File: src/logic/cachePkg.sv
// Cache shared definitions
`default_nettype none

package cachePkg;

	typedef logic [31:0] addrT; // processor byte address
	typedef logic [31:0] wordT;
	typedef logic wayT; // way 0 or way 1

	// missController sequencing
	typedef enum logic [2:0] {
		idle,
		lookup,
		writeBack,
		refillReq,
		refillWait
	} ctrlStateT;

	localparam int ByteOffsetBits = 2; // byte select inside a word

	// geometry and credit defaults for the top level
	localparam int DefNumSets = 16;
	localparam int DefLineWords = 4;
	localparam int DefMemCredits = 2;

endpackage

`default_nettype wire

File: src/logic/missController.sv
// Cache request and miss sequencer
`timescale 1ns/1ps
`default_nettype none

module missController import cachePkg::*; #(
	parameter int NumSets = 16,
	parameter int LineWords = 4,
	parameter int MemCredits = 2,
	localparam int IndexBits = $clog2(NumSets),
	localparam int OffsetBits = $clog2(LineWords),
	localparam int TagBits = $bits(addrT) - IndexBits - OffsetBits - ByteOffsetBits,
	localparam int LineBits = LineWords * $bits(wordT)
) (
	input wire logic clk,
	input wire logic reset,
	input wire logic reqValid,
	input wire logic reqWrite,
	input wire addrT reqAddr,
	input wire wordT reqWData,
	input wire logic hit,
	input wire wayT hitWay,
	input wire wayT victimWay,
	input wire logic victimDirty,
	input wire logic [TagBits-1:0] victimTag,
	input wire wordT readWord,
	input wire logic [LineBits-1:0] victimLine,
	input wire logic memCredit,
	input wire logic memRespValid,
	input wire logic [LineBits-1:0] memRespLine,
	output logic ready,
	output logic respValid,
	output wordT respData,
	output addrT lookupAddr,
	output logic touch,
	output wayT touchWay,
	output logic markDirty,
	output logic fill,
	output wayT fillWay,
	output logic clearDirty,
	output logic wordWrite,
	output wordT wData,
	output logic lineFill,
	output logic [LineBits-1:0] fillLine,
	output wayT way,
	output logic memReqValid,
	output logic memReqWrite,
	output addrT memReqAddr,
	output logic [LineBits-1:0] memReqLine
);
	localparam int IndexLo = ByteOffsetBits + OffsetBits;
	localparam int CreditBits = $clog2(MemCredits + 1);

	ctrlStateT state;
	logic [CreditBits-1:0] credits;
	logic haveCredit;
	logic reqWriteReg;
	addrT addrReg;
	wordT wDataReg;
	wayT victimReg;
	addrT wbAddr, refillAddr;

	assign haveCredit = credits != '0;
	assign ready = state == idle;

	assign lookupAddr = addrReg;
	assign wData = wDataReg;
	assign way = (state == lookup) ? hitWay : victimReg;

	// hit path, also taken by the retry after refill
	assign touch = state == lookup && hit;
	assign touchWay = hitWay;
	assign markDirty = touch && reqWriteReg;
	assign wordWrite = markDirty;

	assign fill = state == refillWait && memRespValid;
	assign fillWay = victimReg;
	assign lineFill = fill;
	assign fillLine = memRespLine;
	assign clearDirty = state == writeBack && haveCredit; // write-back leaves this cycle

	assign wbAddr = {victimTag, addrReg[IndexLo +: IndexBits], {IndexLo{1'b0}}};
	assign refillAddr = {addrReg[$bits(addrT)-1:IndexLo], {IndexLo{1'b0}}};

	assign memReqValid = (state == writeBack || state == refillReq) && haveCredit;
	assign memReqWrite = state == writeBack;
	assign memReqAddr = memReqWrite ? wbAddr : refillAddr;
	assign memReqLine = victimLine;

	always_ff @(posedge clk) begin
		if (reset) begin
			state <= idle;
			respValid <= 1'b0;
			credits <= CreditBits'(MemCredits);
		end else begin
			respValid <= 1'b0;
			credits <= credits + CreditBits'(memCredit) - CreditBits'(memReqValid);
			case (state)
				idle: begin
					if (reqValid)
						state <= lookup;
				end
				lookup: begin
					if (hit) begin
						respValid <= 1'b1;
						state <= idle;
					end else if (victimDirty) begin
						state <= writeBack;
					end else begin
						state <= refillReq;
					end
				end
				writeBack: if (haveCredit) state <= refillReq;
				refillReq: if (haveCredit) state <= refillWait;
				refillWait: if (memRespValid) state <= lookup; // retry as a hit
				default: state <= idle;
			endcase
		end
	end

	always_ff @(posedge clk) begin
		if (ready && reqValid) begin
			addrReg <= reqAddr;
			reqWriteReg <= reqWrite;
			wDataReg <= reqWData;
		end
		if (touch)
			respData <= readWord;
		if (state == lookup && !hit)
			victimReg <= victimWay;
	end

endmodule

`default_nettype wire

File: config.mk
export PLATFORM = sky130hd
export DESIGN_NAME = missController
export DESIGN_NICKNAME = d
export VERILOG_FILES = /design/src/logic/cachePkg.sv /design/src/logic/missController.sv
export SDC_FILE = /design/constraint.sdc
export NUM_CORES = 1
export LEC_CHECK = 0
export BUFFER_PORTS_ARGS = -buffer_cell sky130_fd_sc_hd__buf_4
export CORE_AREA = 2 2 309 311
export DETAILED_ROUTE_END_ITERATION = 6
export DIE_AREA = 0 0 311 313
export GPL_TIMING_DRIVEN = 0
export PLACE_DENSITY_LB_ADDON = 0.08
export SLEW_MARGIN = 20
export SYNTH_ARGS = -nofsm -noshare
export SYNTH_HDL_FRONTEND = slang
export SYNTH_SLANG_ARGS = --single-unit
File: constraint.sdc
create_clock -name clk -period 3.2 [get_ports clk]
set_input_delay 0.64 -clock clk [delete_from_list [all_inputs] [get_ports clk]]
set_output_delay 0.64 -clock clk [all_outputs]
set_load 0.02 [all_outputs]
* After elaboration in Yosys (flattened, before gate mapping)
Index checks and enable logic that the tools add are counted. W data, S select, Z words.
Operators by class: add/sub/neg operators 2, $mul 0, bitwise logic cells 1, equal/unequal tests 8, magnitude comparators 0, divide/modulo/power cells 0, reduce and logical (&&, ||, !) cells 13, multiplexer cells 10, shift-type cells 0
Operators with widths (count):
- $mux W32 | 1
- $pmux W3 S5 | 1
- $mux W3 | 4
- $logic_and A1 B1 Y1 | 7
- $eq A3 B2 Y1 const B | 2
- $ne A2 B2 Y1 const B | 3
- $reduce_and A4 Y1 | 1
- $eq A3 B1 Y1 const B | 1
- $eq A3 B3 Y1 const B | 1
- $logic_not A3 Y1 | 1
- $mux W1 | 3
- $add A2 B1 Y2 | 1
- $mux W2 | 1
- $ne A2 B1 Y1 const B | 1
- $reduce_bool A2 Y1 | 1
- $reduce_or A2 Y1 | 1
- $sub A2 B1 Y2 | 1
- $logic_not A1 Y1 | 1
- $logic_or A1 B1 Y1 | 1
- $not A1 Y1 | 1
Storage, ports and cells: input port bits 386, memory bits (writable) 0, memories kept 0, bits in registers 104, memory bits (read-only) 0, output and inout port bits 397, word-level logic and storage cells 42, latch bits 0

* Depth between registers and ports, before layout
Gate-level depths: netlist of the first run.
depth after elaboration 4, mapped depth 9, depth with buffers taken out 8

* Worst setup path after synthesis of the first run
No wires, ideal clock.
path kind reg-to-reg, start point reg state[2], end point reg addrReg[0], in the netlist lookupAddr[0], enable pin, stages on the path, launching flop included 4, data arrival time 2611 ps, path buffers 1, clock period less this slack 3041 ps, setup slack 159 ps, data required time 2770 ps, setup time 430 ps, cell sequence dfxtp_1 -> buf_6 -> nor3_1 -> and2_1
Between the ends: cells in the longest elaborated chain, start to end 2
Ends and longest elaborated chain:
- start, declared | RTL line missController.sv:53 | ctrlStateT state;
- start signal, assigned | RTL line missController.sv:91 | state <= idle;
- start signal, assigned | RTL line missController.sv:100 | state <= lookup;
- start signal, assigned | RTL line missController.sv:105 | state <= idle;
- $logic_not A3 Y1 | RTL line missController.sv:63 | assign ready = state == idle;
- net ready | RTL line missController.sv:30 | output logic ready,
- $logic_and A1 B1 Y1 | RTL line missController.sv:121 | if (ready && reqValid) begin
- end signal, assigned | RTL line missController.sv:122 | addrReg <= reqAddr;
- end, declared | RTL line missController.sv:57 | addrT addrReg;
The timed path passes the listed nets, and every way through them passes these cells. A chain may end at the register's enable or synchronous reset.

* Worst setup path after layout of the first run
start point reg state[1], end point out memReqAddr[16]
Between the ends: cells in the longest elaborated chain, start to end 2
Ends and longest elaborated chain:
- $eq A3 B2 Y1 | RTL line missController.sv:85 | assign memReqWrite = state == writeBack;
- $mux W32 | RTL line missController.sv:86 | assign memReqAddr = memReqWrite ? wbAddr : refillAddr;
- end, declared | RTL line missController.sv:47 | output addrT memReqAddr,
No other way between the ends.

==> metrics, run 1 <==
routability congestion estimate 0.840; Net Switching 1.39 mW; htree depth 3; slew margin rel. 0.655; Total GRT Usage 0.0746; fin cells 2250; pin count of the biggest net entering global routing 37; Pre-antenna DRT Iters 4; worst r2r src state[2]$_SDFFE_PP0P_; Tcrit/Tclk final 0.887; Critical Path AT 2.20 ns; critical path data required time 2.56 ns; most used cell, CP buf_4; leakage 5.18 nW; Top Ports 783; # clock sinks 104; post-synthesis sequential area ratio 0.542; ratio of cells with drive above 1 in the final layout 0.858; GR Overflow Total 0; synthesized area 5650 µm²; Final #Nets 1365; worst path cell trace buf_4, nand2b_1, nor2_4, buf_4, mux2_2, buf_4; Switching Fraction 0.314; routed via count 5024; Post-Route WL 38700 µm; critical path's slowest cell nor2_4; Layout area overhead 104%; antenna viol nets, final 0; PD cells 384 nW/µm²; drt drc 0; Post-Synthesis Cells 439; die height 313 µm; Max Cap Violations 0; power share of the sequential group 0.373; die area 97300 µm²; initial antenna violation count 21; Design Area, Final 11500 µm²; Comb power frac 0.337; Clock Root Buffer clkbuf_16; fin crit period 2.84 ns; Internal 3.04 mW; first-pass GRT wire length 48700 µm; Max Slew Vio Count 0; crit end category output pin; Starting Density 0.0600; post-DP HPWL 35000 µm; post-synthesis register bit count 104; most frequent cells in the layout buf_4 (793), edfxtp_1 (98), mux2_2 (26); Avg Synthesized Cell Area 12.9 µm²; worst hold path class in -> reg; CTS max path bufs 2; Post-Route Skew 0.00533 ns; CTS clk-pin slew, worst paths 0.08 ns; yosys synthesis warning count 0; die width 311 µm; min-delay src reqWData[15]; post-synthesis cell type count 25; Layout fillers 10863; hold buffer count at CTS 0; clock share of power 0.289; slowest stage delay, CP 0.38 ns; RSZ-0062 raised after global routing no; Iter 0 DRT Violations 119; DP Cell Count 2231; Placed Area 11200 µm²; Worst-Margin Slew 0.517 ns; Critical Path Fanout Max 10; row cnt 113; commonest non-fill, non-tap cell in the layout buf_4; vias in the first global route 5313; post-DR vias/cell 2.23; CTS tree done; crit path launch type flip-flop; TritonCTS Buffers 9; core footprint 94200 µm²; Setup-failing EPs final 0; outcome finished, final reports clean; wire length per cell after detailed routing 17.2 µm; final hold vios 0; Skew-Pair Late Insertion Delay 0.38 ns; final core utilization 0.122; maximum clock rate 352 MHz; CP Class reg -> out; Setup crit start state[1]$_SDFFE_PP0P_; I/O Buffers 522; Max VDD drop 0.189 mV
-- synthesized netlist by cell type, drive strengths merged --
master | number | share of area
dfxtp | 6 | 0.021
xnor2 | 1 | 0.0016
nand2b | 2 | 0.0022
nor2b | 3 | 0.0033
conb | 1 | 0.00066
nor3 | 3 | 0.0027
buf | 272 | 0.36
a221oi | 1 | 0.0027
nand3b | 1 | 0.0013
inv | 3 | 0.0020
ha | 2 | 0.0044
o21ai | 2 | 0.0018
and2 | 2 | 0.0022
xor2 | 1 | 0.0016
a21oi | 3 | 0.0027
mux2 | 26 | 0.052
or4b | 2 | 0.0042
edfxtp | 98 | 0.52
nor3b | 1 | 0.0013
and3 | 2 | 0.0022
a22oi | 1 | 0.0013
nor2 | 6 | 0.0053
-- cell type report --
class                   instances  area [µm²]  share of cell area
diodes                          3        7.51            0.000651
plain buffers                 272        2050               0.177
clock buffers                   9         225              0.0195
clock inverters                 7        93.8             0.00814
inverters                       3        11.3            0.000976
multi-input cells              63         547              0.0474
flip-flops and latches        104        3060               0.266
well taps                    1265        1580               0.137
repair buffers                524        3960               0.343
-- flip-flops by register name, indices dropped and copies added (netlist names) --
name and flops:
respValid 1, credits 2, wData 32, reqWriteReg 1, respData 32, state 3
lookupAddr 32, fillWay 1
-- logic make-up (layout without fill, tap and decap cells) --
| family | count (synthesis) | count (layout) | synth area share |
|---|---|---|---|
| other | 1 | 7 | 0.000664 |
| muxes | 26 | 26 | 0.0519 |
| adders and majority gates | 2 | 2 | 0.00443 |
| AOI/OAI and AO/OA | 7 | 7 | 0.00842 |
| buffers and inverters | 275 | 815 | 0.364 |
| and+or+nand+nor | 22 | 22 | 0.0248 |
| xor gates and xnor gates | 2 | 2 | 0.00310 |
| DFF | 104 | 104 | 0.542 |
-- metrics by stage --
stage                     power, mW  hold WS (ns)  setup WS (ns)  setup TNS, ns
final                          4.43         0.431          0.360              0
after detailed placement       3.22         0.547          0.426              0
after global placement         3.23         0.548          -1.02         -65.92
after global routing           4.67         0.399          0.125              0
after CTS                      4.58         0.389          0.194              0
after floorplan                2.47         0.508          0.159              0
-- worst max-delay path, delay by kind of cell (launching register included) --
kind | cells | cell delay, ns
buffers and inverters | 3 | 0.61
DFF | 1 | 0.31
muxes | 1 | 0.36
and+or+nand+nor | 2 | 0.53
-- power groups by stage --
stage	registers, mW	clock network, mW	logic, mW
after floorplan	1.79	0	0.678
after global placement	1.70	0	1.53
after detailed placement	1.69	0	1.54
after CTS	1.66	1.39	1.54
after global routing	1.67	1.41	1.59
final	1.65	1.28	1.49
-- path summary, 6_finish.rpt --
path	to	slack, ns	depth (start not counted)
setup reg to reg	wData[17]$_DFFE_PP_	1.29	4
hold / removal	wData[15]$_DFFE_PP_	0.43	1
setup / recovery	memReqAddr[16]	0.36	6
hold reg to reg	credits[1]$_SDFF_PP1_	0.57	2
-- per-layer routing --
metal	vias to the layer above	track usage	part of all wire
li1	2269	-	-
met1	2263	0.0619	0.28
met2	428	0.146	0.56
met3	60	0.0448	0.14
met4	4	0.0204	0.024
met5	-	0	0.00054
-- what timing repair did --
item | in CTS | in global routing
buffers inserted | 0 | 0
setup endpoints to repair | 1 | 0
resized for setup | 1 | 0
Power figures use the tool's default switching activity.
==> inputs of run 2 (changes only) <==
- CORE_AREA: 2 2 309 311 -> 2 2 303 305
- DIE_AREA: 0 0 311 313 -> 0 0 305 307
==> run 2 against run 1 <==
Cell count down 3.6%. Global-route usage fell by 0.12 points. Hold slack got worse by 0.0053 ns. Routed wire length is 5.1% lower. Clock power about the same. Design area down 0.86%. Sequential power hardly changed. Setup slack got worse by 0.050 ns. Combinational power hardly changed. Largest cell class unchanged.
==> metrics, run 2 (same netlist as run 1, synthesis figures left out) <==
area occupied by multi-input gates 542 µm² (-0.92%); Critical Path AT 2.25 ns (+0.05 ns); Internal 3.04 mW (+0.15%); Skew-Pair Late Insertion Delay 0.38 ns (about the same); Pre-antenna DRT Iters 4 (unchanged); clock share of power 0.290 (about the same); maximum clock rate 346 MHz (-1.7%); drt drc 0 (unchanged); Comb power frac 0.336 (about the same); core footprint 90700 µm² (-3.7%); die area 93600 µm² (-3.8%); post-DR vias/cell 2.30 (+2.8%); vias in the first global route 5156 (-3.0%); CTS max path bufs 2 (unchanged); Tcrit/Tclk final 0.903 (+0.0157); Setup-failing EPs final 0 (unchanged); Max Slew Vio Count 0 (unchanged); first-pass GRT wire length 46100 µm (-5.5%); WP buf/inv 3 (unchanged); Net Switching 1.39 mW (+0.18%); PD cells 388 nW/µm² (+1.0%); Layout fillers 10307 (-5.1%); routability congestion estimate 0.783 (-6.8%); most frequent cells in the layout buf_4 (793), edfxtp_1 (98), mux2_2 (26); most used cell, CP buf_4; Top Ports 783 (unchanged); Post-Route WL 36700 µm (-5.1%); Max Cap Violations 0 (unchanged); Clock Root Buffer clkbuf_16; CP Class reg -> out; wire length per cell after detailed routing 16.9 µm (-1.6%); Layout area overhead 103%; crit end category output pin; sequential cell area 3060 µm² (unchanged); die height 307 µm (-1.9%); Final #Nets 1365 (unchanged); TritonCTS Buffers 9 (unchanged); slew margin rel. 0.659 (+0.00392); power share of the sequential group 0.373 (about the same); post-DP HPWL 32900 µm (-6.0%); worst hold path class in -> reg; I/O Buffers 522 (unchanged); routed via count 4983 (-0.82%); Post-Route Skew 0.00994 ns (+0.00460 ns); final hold vios 0 (unchanged); Max VDD drop 0.200 mV (+5.8%); Iter 0 DRT Violations 117 (-1.7%); Starting Density 0.0623 (+0.00230); # clock sinks 104 (unchanged); worst path cell trace buf_4, nor3b_1, and2_2, buf_12, buf_4; commonest non-fill, non-tap cell in the layout buf_4; fin crit period 2.89 ns (+0.0502 ns); CTS-repair resized insts 0 (-1); Critical Path Fanout Max 21 (+11); Total GRT Usage 0.0734 (-0.00121); outcome finished, final reports clean; row cnt 111 (-1.8%); postcts setup bufs 0 (unchanged); ratio of cells with drive above 1 in the final layout 0.857 (-0.00102); initial antenna violation count 16 (-24%); GR Overflow Total 0 (unchanged); CTS tree done; cell family with most CP delay simple AND/OR/NAND/NOR gates; final core utilization 0.126 (+0.00360); slowest stage delay, CP 0.51 ns (+0.13 ns); critical path's slowest cell and2_2; pin count of the biggest net entering global routing 43 (+16%); die width 305 µm (-1.9%); hold buffer count at CTS 0 (unchanged); critical path data required time 2.56 ns (about the same); Placed Area 11100 µm² (-0.81%); htree depth 3 (unchanged); RSZ-0062 raised after global routing no; antenna viol nets, final 0 (unchanged); CTS clk-pin slew, worst paths 0.08 ns (about the same); leakage 5.18 nW (about the same); crit path launch type flip-flop; Design Area, Final 11400 µm² (-0.86%); Worst-Margin Slew 0.510 ns (-0.00698 ns); Switching Fraction 0.314 (about the same)
[run 2: cell count changes in the layout (fill, tap and decap cells not counted)]
cell      delta
buf_12       -1
buf_16       +1
clkbuf_1     +1
clkinv_1     -1
diode_2      -1
nor3b_1      +1
nor3b_2      -1
[run 2: worst paths after layout]
check                                      startpoint                      end  depth (start not counted)  slack [ns]
worst max-delay path            state[0]$_SDFFE_PP0P_                    touch                          5        0.31
worst min-delay path                       reqAddr[0]  lookupAddr[0]$_DFFE_PP_                          1        0.43
worst max register to register  state[0]$_SDFFE_PP0P_    respData[8]$_DFFE_PP_                          4        1.19
worst min register to register  credits[1]$_SDFF_PP1_    credits[1]$_SDFF_PP1_                          2        0.57
[run 2: worst reg2reg max path, cell delays in order (launching register included)]
cell and delay, ns:
dfxtp_1 0.31, buf_4 0.17, nor3b_1 0.47, and2_2 0.51
buf_12 0.24
[run 2: area by class of cell]
type,instances,share of cell area
diodes,2,0.000438
plain buffers,272,0.179
clock buffers,10,0.0200
clock inverters,6,0.00788
inverters,3,0.000985
multi-input cells,63,0.0474
flip-flops and latches,104,0.268
well taps,1186,0.130
repair buffers,524,0.347
[run 2: power by group through the flow]
stage          Clock (mW)  Combinational (mW)  Sequential (mW)
5_1_grt              1.42                1.59             1.67
6_report             1.29                1.49             1.66
3_5_place_dp            0                1.53             1.69
3_3_place_gp            0                1.52             1.70
2_1_floorplan           0               0.678             1.79
4_1_cts              1.41                1.53             1.66
[run 2: layer usage]
layer  vias up  GRT usage  wire (µm)
met5         -          0         44
met4         6     0.0219        666
met3        44     0.0502       5720
met2       407      0.141      20100
met1      2253     0.0588      10100
li1       2273          -          -
[run 2: stage by stage]
step / hold slack [ns] / instances / power [mW] / worst slack, ns / TNS [ns]
3_3_place_gp: 0.552 / 2150 / 3.23 / -0.866 / -55.54
5_1_grt: 0.394 / 2168 / 4.67 / 0.150 / 0
3_5_place_dp: 0.552 / 2152 / 3.21 / 0.671 / 0
6_report: 0.426 / 2170 / 4.43 / 0.310 / 0
4_1_cts: 0.378 / 2168 / 4.59 / 0.214 / 0
2_1_floorplan: 0.508 / 442 / 2.47 / 0.159 / 0
==> inputs of run 3 (changes only) <==
- CORE_AREA: 2 2 303 305 -> 2 2 307 309
- DIE_AREA: 0 0 305 307 -> 0 0 309 311
- clock period: 3.2 -> 3.5 ns (I/O delays scaled with it)
==> run 3 against run 2 <==
Critical path depth rose by 1. Combinational power fell by 8%. Sequential share of layout area is 0.13 points lower. Cell count grew 3.1%. Critical path type unchanged.
==> metrics, run 3 (same netlist as run 1, synthesis figures left out) <==
area occupied by multi-input gates 542 µm² (unchanged); setup TNS 0 ns (unchanged); htree depth 3 (unchanged); slew margin rel. 0.621 (-0.0382); Net Switching 1.36 mW (-2.4%); CTS max path bufs 2 (unchanged); I/O Buffers 522 (unchanged); Placed Area 11200 µm² (+0.77%); Max Slew Vio Count 0 (unchanged); leakage 5.17 nW (-0.22%); Max Cap Violations 0 (unchanged); initial antenna violation count 20 (+4); hold buffer count at CTS 0 (unchanged); commonest non-fill, non-tap cell in the layout buf_4; Total Power 4.01 mW (-9.5%); pin count of the biggest net entering global routing 41 (-4.7%); critical path data required time 2.80 ns (+0.24 ns); Critical Path Fanout Max 10 (-52%); slowest stage delay, CP 0.41 ns (-0.10 ns); Layout fillers 10714 (+3.9%); first-pass GRT wire length 47100 µm (+2.3%); Worst-Margin Slew 0.568 ns (+0.0584 ns); Switching Fraction 0.339 (+0.0248); final core utilization 0.124 (-0.00220); Critical Path AT 2.33 ns (+0.08 ns); slack of the critical path 0.470 ns (+0.159 ns); antenna viol nets, final 0 (unchanged); vias in the first global route 5560 (+7.8%); most used cell, CP buf_4; Max VDD drop 0.200 mV (+0.15%); routed via count 5051 (+1.4%); outcome finished, final reports clean; Post-Route WL 37300 µm (+1.7%); Comb power frac 0.341 (+0.005); Clock Root Buffer clkbuf_16; Setup-failing EPs final 0 (unchanged); worst path cell trace buf_4, nand2b_1, nor2_4, buf_4, mux2_2, buf_4; # clock sinks 104 (unchanged); Design Area, Final 11500 µm² (+0.50%); PD cells 349 nW/µm² (-10%); Pre-antenna DRT Iters 4 (unchanged); Skew-Pair Late Insertion Delay 0.40 ns (+0.02 ns); post-DP HPWL 33200 µm (+0.80%); Starting Density 0.0609 (-0.00139); maximum clock rate 330 MHz; crit end category output pin; wire length per cell after detailed routing 16.7 µm (-1.4%); most frequent cells in the layout buf_4 (793), edfxtp_1 (98), mux2_2 (26); sequential cell area 3060 µm² (unchanged); crit path launch type flip-flop; Top Ports 783 (unchanged); core footprint 92800 µm² (+2.3%); TritonCTS Buffers 9 (unchanged); Final #Nets 1365 (unchanged); WHS Path Cells 1 (unchanged); final hold vios 0 (unchanged); drt drc 0 (unchanged); CTS tree done; RSZ-0062 raised after global routing no; critical path's slowest cell mux2_2; Post-Route Skew 0.0241 ns (+0.0142 ns); ratio of cells with drive above 1 in the final layout 0.857 (unchanged); die area 96100 µm² (+2.6%); post-DR vias/cell 2.26 (-1.7%); fin cells 2238 (+3.1%); DP Worst Slack 0.816 ns (+0.144 ns); die height 311 µm (+1.3%); CTS clk-pin slew, worst paths 0.10 ns (+0.02 ns); worst hold path class in -> reg; row cnt 112 (+0.90%); fin crit period 3.03 ns; CP Class reg -> out; power share of the sequential group 0.377 (+0.004); Internal 2.65 mW (-13%); Iter 0 DRT Violations 107 (-8.5%); clock share of power 0.282 (-0.008); CTS-repair resized insts 0 (unchanged); Hold Worst Slack 0.468 ns (+0.0423 ns); postcts setup bufs 0 (unchanged); die width 309 µm (+1.3%); Tcrit/Tclk final 0.866; routability congestion estimate 0.751 (-4.0%); GR Overflow Total 0 (unchanged); Reg2Reg Depth 4 (unchanged); Layout area overhead 104%; Total GRT Usage 0.0736 (+0.000201); DP Cell Count 2220 (+3.2%)
## run 3: cell type report
cell class	count	share of cell area
flip-flops and latches	104	0.266
plain buffers	272	0.178
repair buffers	524	0.345
clock inverters	6	0.00544
multi-input cells	63	0.0471
diodes	2	0.000435
clock buffers	10	0.0199
inverters	3	0.000980
well taps	1254	0.137
## run 3: final timing paths
path              slack, ns                  start                       end
setup / recovery       0.47  state[1]$_SDFFE_PP0P_            memReqAddr[22]
hold / removal         0.47            readWord[1]     respData[1]$_DFFE_PP_
setup reg to reg       1.40  state[0]$_SDFFE_PP0P_  lookupAddr[15]$_DFFE_PP_
hold reg to reg        0.56  state[2]$_SDFFE_PP0P_     state[1]$_SDFFE_PP0P_
## run 3: critical path: cells and delay by family, from the launching register on
| kind | cells | cell delay, ns |
|---|---|---|
| simple gates | 2 | 0.48 |
| buf+inv | 3 | 0.71 |
| mux | 1 | 0.41 |
| flops | 1 | 0.32 |
## run 3: power groups by stage
stage               clock (mW)  sequential (mW)  combinational [mW]
CTS                       1.23             1.52                1.40
floorplan                    0             1.64               0.620
global route              1.26             1.53                1.46
global placement             0             1.56                1.40
finish                    1.13             1.51                1.37
detailed placement           0             1.54                1.40
## run 3: layer usage
layer	GRT usage	part of all wire
met1	0.0611	0.29
met2	0.143	0.54
met3	0.0456	0.15
met4	0.0179	0.015
met5	0	0.0011
